<file path="src/logic/raster_params.svh">
// Every FIFO log-depth must be at least 1, and the widths must agree with the fragment_pkg fields
`ifndef RASTER_PARAMS_SVH
`define RASTER_PARAMS_SVH

// Attribute widths in bits

// Position holds x and y as two 16-bit halves
`define POS_WIDTH 32

`define DEPTH_WIDTH 16

// Color holds four 8-bit channels
`define COLOR_WIDTH 32

// Texture coordinate holds s and t as two 16-bit halves
`define TEXCOORD_WIDTH 32

// Log2 of each attribute FIFO depth
// The depths differ on purpose, so the streams fill at different rates
`define POS_FIFO_LOG 2
`define DEPTH_FIFO_LOG 3
`define COLOR_FIFO_LOG 3
`define TEXCOORD_FIFO_LOG 2

`endif

</file>
<file path="src/logic/fragment_pkg.sv">
// Field sizes come from raster_params.svh; fragment_t puts pos at bit 0 and texcoord at the top
`include "raster_params.svh"

package fragment_pkg;

    // Screen position in whole pixels, x in the upper half
    typedef struct packed {
        logic [`POS_WIDTH/2-1:0] x;
        logic [`POS_WIDTH/2-1:0] y;
    } screen_pos_t;

    // Depth is an unsigned fixed-point value
    typedef logic [`DEPTH_WIDTH-1:0] depth_t;

    // Color with one byte per channel, red in the top byte
    typedef struct packed {
        logic [`COLOR_WIDTH/4-1:0] r;
        logic [`COLOR_WIDTH/4-1:0] g;
        logic [`COLOR_WIDTH/4-1:0] b;
        logic [`COLOR_WIDTH/4-1:0] a;
    } rgba8_t;

    // Texture coordinate, s in the upper half
    typedef struct packed {
        logic [`TEXCOORD_WIDTH/2-1:0] s;
        logic [`TEXCOORD_WIDTH/2-1:0] t;
    } texcoord_t;

    // The joined fragment word, 112 bits wide
    // The field order matches the concatenation of the four FIFO heads,
    // so pos sits at the least significant end
    typedef struct packed {
        texcoord_t   texcoord;
        rgba8_t      color;
        depth_t      depth;
        screen_pos_t pos;
    } fragment_t;

endpackage

</file>
<file path="src/logic/stream_pkg.sv">
// The mask must be non-zero and may only change while every buffer in the path is empty
package stream_pkg;

    // Number of attribute streams joined into one fragment
    localparam int NUM_STREAMS = 4;

    // One enable bit per stream, indexed by stream_id_e
    typedef logic [NUM_STREAMS-1:0] stream_mask_t;

    // Stream names in mask bit order
    typedef enum logic [1:0] {
        STREAM_POS      = 2'd0,
        STREAM_DEPTH    = 2'd1,
        STREAM_COLOR    = 2'd2,
        STREAM_TEXCOORD = 2'd3
    } stream_id_e;

    // A disabled stream is not waited for and its field in the fragment is undefined.
    // Sources on disabled streams are expected to keep valid low.

    // All streams enabled, handy as a default
    localparam stream_mask_t ALL_STREAMS = '1;

endpackage

</file>
<file path="src/logic/fifo_if.sv">
// Carries no clock or reset; the FIFO takes those as plain ports
`timescale 1ns/100ps

interface fifo_if #(
    parameter int WIDTH = 8
);

    // Write side
    logic             wr;
    logic [WIDTH-1:0] wr_data;
    logic             full;

    // Read side, rd_data shows the head entry without a read
    logic             rd;
    logic [WIDTH-1:0] rd_data;
    logic             empty;

    // The writer of the FIFO
    modport producer (
        output wr,
        output wr_data,
        input  full
    );

    // The reader of the FIFO
    modport consumer (
        output rd,
        input  rd_data,
        input  empty
    );

    // The FIFO itself
    modport fifo (
        input  wr,
        input  wr_data,
        input  rd,
        output full,
        output rd_data,
        output empty
    );

endinterface

</file>
<file path="src/logic/sync_fifo.sv">
// LOG_DEPTH must be at least 1; writes when full and reads when empty are dropped silently
`timescale 1ns/100ps

module sync_fifo #(
    parameter int WIDTH     = 8,
    parameter int LOG_DEPTH = 2
)
(
    input  logic  aclk,
    input  logic  i_reset,
    fifo_if.fifo  f
);

    localparam int DEPTH = 1 << LOG_DEPTH;

    // Storage has no reset, only the pointers do
    logic [WIDTH-1:0]   mem [DEPTH];

    // Pointers carry one extra bit so a full buffer differs from an empty one
    logic [LOG_DEPTH:0] wr_ptr;
    logic [LOG_DEPTH:0] rd_ptr;

    logic               do_write;
    logic               do_read;
    logic               ptr_wrapped;
    logic               addr_match;

    // Status flags come straight from the registered pointers
    assign addr_match  = (wr_ptr[LOG_DEPTH-1:0] == rd_ptr[LOG_DEPTH-1:0]);
    assign ptr_wrapped = (wr_ptr[LOG_DEPTH] != rd_ptr[LOG_DEPTH]);

    assign f.empty = addr_match && !ptr_wrapped;
    assign f.full  = addr_match && ptr_wrapped;

    assign do_write = f.wr && !f.full;
    assign do_read  = f.rd && !f.empty;

    // First word fall through, the head entry is always on rd_data
    assign f.rd_data = mem[rd_ptr[LOG_DEPTH-1:0]];

    always_ff @(posedge aclk)
    begin
        if (do_write)
        begin
            mem[wr_ptr[LOG_DEPTH-1:0]] <= f.wr_data;
        end
    end

    always_ff @(posedge aclk)
    begin
        if (i_reset)
        begin
            wr_ptr <= '0;
        end
        else if (do_write)
        begin
            wr_ptr <= wr_ptr + 1'b1;
        end
    end

    // A read in the same cycle as a write is fine, since the
    // write lands in a slot other than the head
    always_ff @(posedge aclk)
    begin
        if (i_reset)
        begin
            rd_ptr <= '0;
        end
        else if (do_read)
        begin
            rd_ptr <= rd_ptr + 1'b1;
        end
    end

endmodule

</file>
<file path="src/logic/stream_concat_fifo.sv">
// o_valid and o_data are combinational from FIFO state; fields of disabled streams are undefined
`timescale 1ns/100ps
`include "raster_params.svh"

module stream_concat_fifo
    import fragment_pkg::*;
    import stream_pkg::*;
(
    input  logic         aclk,
    input  logic         i_reset,
    input  stream_mask_t i_stream_enable,

    input  logic         i_pos_valid,
    input  screen_pos_t  i_pos_data,
    output logic         o_pos_ready,

    input  logic         i_depth_valid,
    input  depth_t       i_depth_data,
    output logic         o_depth_ready,

    input  logic         i_color_valid,
    input  rgba8_t       i_color_data,
    output logic         o_color_ready,

    input  logic         i_texcoord_valid,
    input  texcoord_t    i_texcoord_data,
    output logic         o_texcoord_ready,

    output logic         o_valid,
    output fragment_t    o_data,
    input  logic         i_ready
);

    fifo_if #(.WIDTH(`POS_WIDTH))      pos_f ();
    fifo_if #(.WIDTH(`DEPTH_WIDTH))    depth_f ();
    fifo_if #(.WIDTH(`COLOR_WIDTH))    color_f ();
    fifo_if #(.WIDTH(`TEXCOORD_WIDTH)) texcoord_f ();

    stream_mask_t fifo_empty;
    logic         frag_available;
    logic         pop;

    // Input side, ready is simply the inverse of full
    assign pos_f.wr      = i_pos_valid;
    assign pos_f.wr_data = i_pos_data;
    assign o_pos_ready   = !pos_f.full;

    assign depth_f.wr      = i_depth_valid;
    assign depth_f.wr_data = i_depth_data;
    assign o_depth_ready   = !depth_f.full;

    assign color_f.wr      = i_color_valid;
    assign color_f.wr_data = i_color_data;
    assign o_color_ready   = !color_f.full;

    assign texcoord_f.wr      = i_texcoord_valid;
    assign texcoord_f.wr_data = i_texcoord_data;
    assign o_texcoord_ready   = !texcoord_f.full;

    // A fragment is complete when every enabled stream has a head entry
    assign fifo_empty = {texcoord_f.empty, color_f.empty, depth_f.empty, pos_f.empty};
    assign frag_available = &(~fifo_empty | ~i_stream_enable);
    assign pop = frag_available && i_ready;

    // All enabled FIFOs pop together, which keeps the streams aligned
    assign pos_f.rd      = pop && i_stream_enable[STREAM_POS];
    assign depth_f.rd    = pop && i_stream_enable[STREAM_DEPTH];
    assign color_f.rd    = pop && i_stream_enable[STREAM_COLOR];
    assign texcoord_f.rd = pop && i_stream_enable[STREAM_TEXCOORD];

    assign o_valid = frag_available;
    assign o_data  = {texcoord_f.rd_data, color_f.rd_data, depth_f.rd_data, pos_f.rd_data};

    sync_fifo #(.WIDTH(`POS_WIDTH), .LOG_DEPTH(`POS_FIFO_LOG)) u_pos_fifo (
        .aclk    (aclk),
        .i_reset (i_reset),
        .f       (pos_f)
    );

    sync_fifo #(.WIDTH(`DEPTH_WIDTH), .LOG_DEPTH(`DEPTH_FIFO_LOG)) u_depth_fifo (
        .aclk    (aclk),
        .i_reset (i_reset),
        .f       (depth_f)
    );

    sync_fifo #(.WIDTH(`COLOR_WIDTH), .LOG_DEPTH(`COLOR_FIFO_LOG)) u_color_fifo (
        .aclk    (aclk),
        .i_reset (i_reset),
        .f       (color_f)
    );

    sync_fifo #(.WIDTH(`TEXCOORD_WIDTH), .LOG_DEPTH(`TEXCOORD_FIFO_LOG)) u_texcoord_fifo (
        .aclk    (aclk),
        .i_reset (i_reset),
        .f       (texcoord_f)
    );

endmodule

</file>
<file path="src/logic/frag_skid_buffer.sv">
// Two entries deep; o_valid and o_ready come from registers, so a word takes one cycle through
`timescale 1ns/100ps

module frag_skid_buffer
    import fragment_pkg::*;
(
    input  logic      aclk,
    input  logic      i_reset,

    input  logic      i_valid,
    input  fragment_t i_data,
    output logic      o_ready,

    output logic      o_valid,
    output fragment_t o_data,
    input  logic      i_ready
);

    logic      main_valid;
    logic      spare_valid;
    fragment_t main_data;
    fragment_t spare_data;

    logic      accept;
    logic      main_free;

    // Upstream may send while the spare entry is free
    assign o_ready = !spare_valid;
    assign accept  = i_valid && !spare_valid;

    // The main entry can take a new word when it is empty or being drained
    assign main_free = !main_valid || i_ready;

    assign o_valid = main_valid;
    assign o_data  = main_data;

    always_ff @(posedge aclk)
    begin
        if (i_reset)
        begin
            main_valid  <= 1'b0;
            spare_valid <= 1'b0;
        end
        else if (main_free)
        begin
            // The spare holds the older word, so it goes first
            main_valid  <= spare_valid || accept;
            spare_valid <= 1'b0;
        end
        else if (accept)
        begin
            spare_valid <= 1'b1;
        end
    end

    always_ff @(posedge aclk)
    begin
        if (main_free)
        begin
            main_data <= spare_valid ? spare_data : i_data;
        end
        if (!main_free && accept)
        begin
            spare_data <= i_data;
        end
    end

endmodule

</file>
<file path="src/logic/fragment_stream_top.sv">
// The enable mask must be non-zero and may change only when the FIFOs and the output slice are empty
`timescale 1ns/100ps

module fragment_stream_top
    import fragment_pkg::*;
    import stream_pkg::*;
(
    input  logic         aclk,
    input  logic         i_reset,
    input  stream_mask_t i_stream_enable,

    input  logic         i_pos_valid,
    input  screen_pos_t  i_pos_data,
    output logic         o_pos_ready,

    input  logic         i_depth_valid,
    input  depth_t       i_depth_data,
    output logic         o_depth_ready,

    input  logic         i_color_valid,
    input  rgba8_t       i_color_data,
    output logic         o_color_ready,

    input  logic         i_texcoord_valid,
    input  texcoord_t    i_texcoord_data,
    output logic         o_texcoord_ready,

    output logic         o_frag_valid,
    output fragment_t    o_frag_data,
    input  logic         i_frag_ready
);

    // Joined fragment between the FIFOs and the output slice
    logic      joined_valid;
    fragment_t joined_data;
    logic      joined_ready;

    stream_concat_fifo u_concat (
        .aclk             (aclk),
        .i_reset          (i_reset),
        .i_stream_enable  (i_stream_enable),
        .i_pos_valid      (i_pos_valid),
        .i_pos_data       (i_pos_data),
        .o_pos_ready      (o_pos_ready),
        .i_depth_valid    (i_depth_valid),
        .i_depth_data     (i_depth_data),
        .o_depth_ready    (o_depth_ready),
        .i_color_valid    (i_color_valid),
        .i_color_data     (i_color_data),
        .o_color_ready    (o_color_ready),
        .i_texcoord_valid (i_texcoord_valid),
        .i_texcoord_data  (i_texcoord_data),
        .o_texcoord_ready (o_texcoord_ready),
        .o_valid          (joined_valid),
        .o_data           (joined_data),
        .i_ready          (joined_ready)
    );

    // The slice breaks the combinational valid of the joiner
    frag_skid_buffer u_skid (
        .aclk    (aclk),
        .i_reset (i_reset),
        .i_valid (joined_valid),
        .i_data  (joined_data),
        .o_ready (joined_ready),
        .o_valid (o_frag_valid),
        .o_data  (o_frag_data),
        .i_ready (i_frag_ready)
    );

endmodule

</file>
<file path="config.mk">
export PLATFORM = sky130hd
export DESIGN_NAME = fragment_stream_top
export DESIGN_NICKNAME = d
export VERILOG_FILES = /design/src/logic/fragment_pkg.sv /design/src/logic/stream_pkg.sv /design/src/logic/fifo_if.sv /design/src/logic/sync_fifo.sv /design/src/logic/stream_concat_fifo.sv /design/src/logic/frag_skid_buffer.sv /design/src/logic/fragment_stream_top.sv
export VERILOG_INCLUDE_DIRS = /design/src /design/src/logic
export SDC_FILE = /design/constraint.sdc
export NUM_CORES = 1
export LEC_CHECK = 0
export BUFFER_PORTS_ARGS = -buffer_cell sky130_fd_sc_hd__buf_2
export CAP_MARGIN = 20
export CELL_PAD_IN_SITES_DETAIL_PLACEMENT = 0
export CELL_PAD_IN_SITES_GLOBAL_PLACEMENT = 1
export CORE_AREA = 2 2 252 254
export CTS_CLUSTER_SIZE = 12
export DETAILED_ROUTE_END_ITERATION = 10
export DIE_AREA = 0 0 254 256
export PLACE_DENSITY = 0.78
export REMOVE_ABC_BUFFERS = 1
export SETUP_SLACK_MARGIN = 0.02
export SYNTH_ARGS = -nofsm -noshare
export SYNTH_HDL_FRONTEND = slang
export SYNTH_SLANG_ARGS = --single-unit
</file>
<file path="constraint.sdc">
create_clock -name aclk -period 31.7 [get_ports aclk]
set_input_delay 3.17 -clock aclk [delete_from_list [all_inputs] [get_ports aclk]]
set_output_delay 3.17 -clock aclk [all_outputs]
set_load 0.02 [all_outputs]
</file>
==> flow_summary.toml <==
[clocking]
holdBufCountCts = 0
cts_num_sinks = 904
cts-resized-gates = 0
clock_latency_ns = 0.63
clk_pin_slew_worst_paths_ns = 0.06
cts_buffers = 91
cts_tree = "yes"
cts_buffer_depth = 3
htreeDepth = 3
postCtsSetupBuffers = 0
root_buffer = "clkbuf_16"

[floorplan]
die_h_um = 256
rows = 92
core_sq_um = 62400
die_x_um = 254
start_util_pct = 54.4
ios = 240
die_area_sq_um = 65000

[sta]
timing.final.crit_period_ns = 5.06
timing.final.ws_setup_ns = 26.64
tightest_slew_ns = 1.02
finalClockSkew_ns = 0.0186
finalSetupViolCount = 0
relSlewSlack_pct = 31.9
slew_violations = 0
fin_crit_sh_pct = 16.0
clock.fmax_ghz = 0.198
rsz0062_at_grt = "false"
setup-tns-final_ns = 0
hold_violations = 0

[routing]
ant_nets = 0
routedWlPerCell_um = 22.4
wl_met2_um = 32600
viasPerCell = 5.54
via_count = 15700
met3_length_um = 3730
dr.first_iter.drc_count = 1286
wirelength_um = 63500
wl_met1_um = 25400
highest_layer = "met5"
post-route-drc-count = 0
drt_pass1_iterations = 5

[critical_path]
cp_data_arrival_time_ns = 1.89
crit_path_end_kind = "primary output"
cp_max_fo = 9
startpoint_type = "register"
crit_required_ns = 28.53
timing.rr.start = "u_skid.spare_valid$_SDFFE_PP0P_"
rr_endpoint = "u_concat.u_texcoord_fifo.rd_ptr[2]$_SDFFE_PP0P_"
reg2regPathDepth = 7
r2r_slack_ns = 28.59
crit_end = "o_color_ready"
critPathLaunch = "u_concat.u_color_fifo.wr_ptr[0]$_SDFFE_PP0P_"
critical_path_class = "register to primary output"

[logic_synthesis]
syn-cell-area_sq_um = 33900
syn-instance-count = 1629
synth_area_leaders = "edfxtp_1 (76%), mux4_2 (11%), mux2_2 (3.5%)"
synth_top_area_cell = "edfxtp_1"
ys_types = 38
yosysWarnings = 0
avgSynthCellArea_sq_um = 20.8
synth_top_area_share_pct = 76.5
ys_seq_area_share_pct = 78.8
yosys_register_bits = 904

[layout]
nets = 2065
area_growth_pct = 14.5
final_area_sq_um = 38800
drive_gt1_share_pct = 34.3

[pwr]
p_leak_nw = 13.0
vdd_ir_drop_max_v = 0.0000476
powerDensity_nw_per_um2 = 65.7

[global_route]
grt_max_degree = 69
grt_overflow_total = 0
track_usage_pct = 19.9
grt_pass1_vias = 16700
grt_pass1_wl_um = 96900
antenna_found_initial = 19

[hold_path]
hold_path.class = "register to register"

[placed_design]
place_area_sq_um = 36100
globalplace.congestion = 0.728
io_buffers = 239
place_ws_ns = 26.26
dp_hpwl_um = 36900

[outcome]
run_status = "complete, no violations"

[job]
drv_cap = 0
synthesized netlist by cell type:
master	number
nor3_1	9
a41oi_1	2
mux2i_1	2
nand2b_1	11
nand4_1	9
or3_2	2
mux2_2	105
and4_4	2
and2_0	1
inv_2	1
dfxtp_1	40
a22o_2	1
and3_1	3
buf_2	9
o41ai_1	2
nor4_2	2
buf_4	5
xor2_1	12
clkbuf_8	4
nand2_1	199
or3_1	4
a211oi_1	1
a31oi_1	4
nand3_1	13
inv_1	11
mux4_2	160
clkbuf_1	27
xnor2_1	20
a21oi_1	17
a22oi_2	1
o21ai_0	8
buf_6	8
nor2b_1	5
buf_1	16
nor2_1	27
ha_1	14
edfxtp_1	864
and2_1	8
cells by family after synthesis:
kind of cell,Yosys count,share of synthesized area (%)
adder cells (fa/ha/maj),14,0.516
buffers and inverters,81,1.28
AO/OA/AOI/OAI,36,0.634
multiplexers,267,14.2
AND/OR/NAND/NOR,295,3.76
XOR/XNOR,32,0.826
flip-flops,904,78.8
flip-flops by register name, indices dropped and copies added, names as in the netlist, named ones only:
signal / count
u_concat.u_texcoord_fifo.wr_ptr: 3
u_concat.u_color_fifo.wr_ptr: 4
u_skid.spare_data: 112
u_concat.u_texcoord_fifo.mem: 128
u_concat.u_texcoord_fifo.rd_ptr: 3
u_concat.u_color_fifo.rd_ptr: 4
u_concat.u_pos_fifo.mem: 128
u_skid.o_valid: 1
u_concat.u_depth_fifo.wr_ptr: 4
u_concat.u_depth_fifo.rd_ptr: 4
u_skid.o_data: 112
u_skid.spare_valid: 1
u_concat.u_pos_fifo.rd_ptr: 3
u_concat.u_color_fifo.mem: 256
u_concat.u_pos_fifo.wr_ptr: 3
u_concat.u_depth_fifo.mem: 128
stage by stage:
step	total power [W]	utilization (%)	hold slack, ns	instances
2_1_floorplan	0.00154	-	0.487	1560
5_1_grt	0.00264	62.3	0.527	2831
3_5_place_dp	0.00161	57.9	0.499	2678
4_1_cts	0.00258	62.1	0.512	2821
3_3_place_gp	0.00161	57.9	0.494	2678
6_report	0.00255	62.3	0.511	2834
where the power goes:
group | internal, W | switching [W] | total (W)
Combinational | 0.0000745 | 0.000115 | 0.000189
Clock | 0.000547 | 0.000419 | 0.000965
Sequential | 0.00138 | 0.0000207 | 0.00140
Total | 0.00200 | 0.000554 | 0.00255
critical path: stages (launching register included):
cell and delay, ns:
dfxtp_1 0.57, xnor2_1 0.20, nand4_1 0.23, buf_2 0.25
cell type report:
type / count / area [sq um]
diodes: 10 / 25.0
clock buffers: 121 / 2410
clock inverters: 22 / 203
fillers: 4395 / 23500
inverters: 12 / 47.5
multi-input cells: 644 / 6830
flip-flops and latches: 904 / 26800
well taps: 846 / 1060
repair buffers: 275 / 1510
layout by cell type, fill, tap and decap left out, types with 8 or more instances in the layout:
cell and n:
diode_2 10, nand3_1 13, mux2_2 105, mux4_2 160, buf_4 33, o21ai_0 8, nand2b_1 10, nand4_1 9
nor2_1 22, clkbuf_16 92, and2_1 8, clkbuf_1 29, xnor2_1 20, edfxtp_1 864, inv_1 11, nand2_1 199
buf_2 239, dfxtp_1 32, ha_1 14, xor2_1 12, a21oi_1 17
routing by layer:
layer | up-vias | global-route usage [%]
met1 | 8092 | 25.5
li1 | 7088 | -
met3 | 121 | 4.41
met4 | 18 | 7.21
met2 | 388 | 33.5
met5 | - | 0
worst min-delay path by stage:
stage | from | endpoint | slack [ns] | cells after the start
floorplan | u_skid.spare_data[0]$_DFFE_PP_ | u_skid.o_data[0]$_DFFE_PP_ | 0.49 | 2
global placement | u_skid.spare_data[25]$_DFFE_PP_ | u_skid.o_data[25]$_DFFE_PP_ | 0.49 | 2
detailed placement | u_skid.spare_data[21]$_DFFE_PP_ | u_skid.o_data[21]$_DFFE_PP_ | 0.50 | 2
CTS | u_skid.spare_data[21]$_DFFE_PP_ | u_skid.o_data[21]$_DFFE_PP_ | 0.51 | 2
global route | u_skid.spare_data[21]$_DFFE_PP_ | u_skid.o_data[21]$_DFFE_PP_ | 0.53 | 2
finish | u_skid.spare_data[21]$_DFFE_PP_ | u_skid.o_data[21]$_DFFE_PP_ | 0.51 | 2
(Power assumes the default switching activity.)
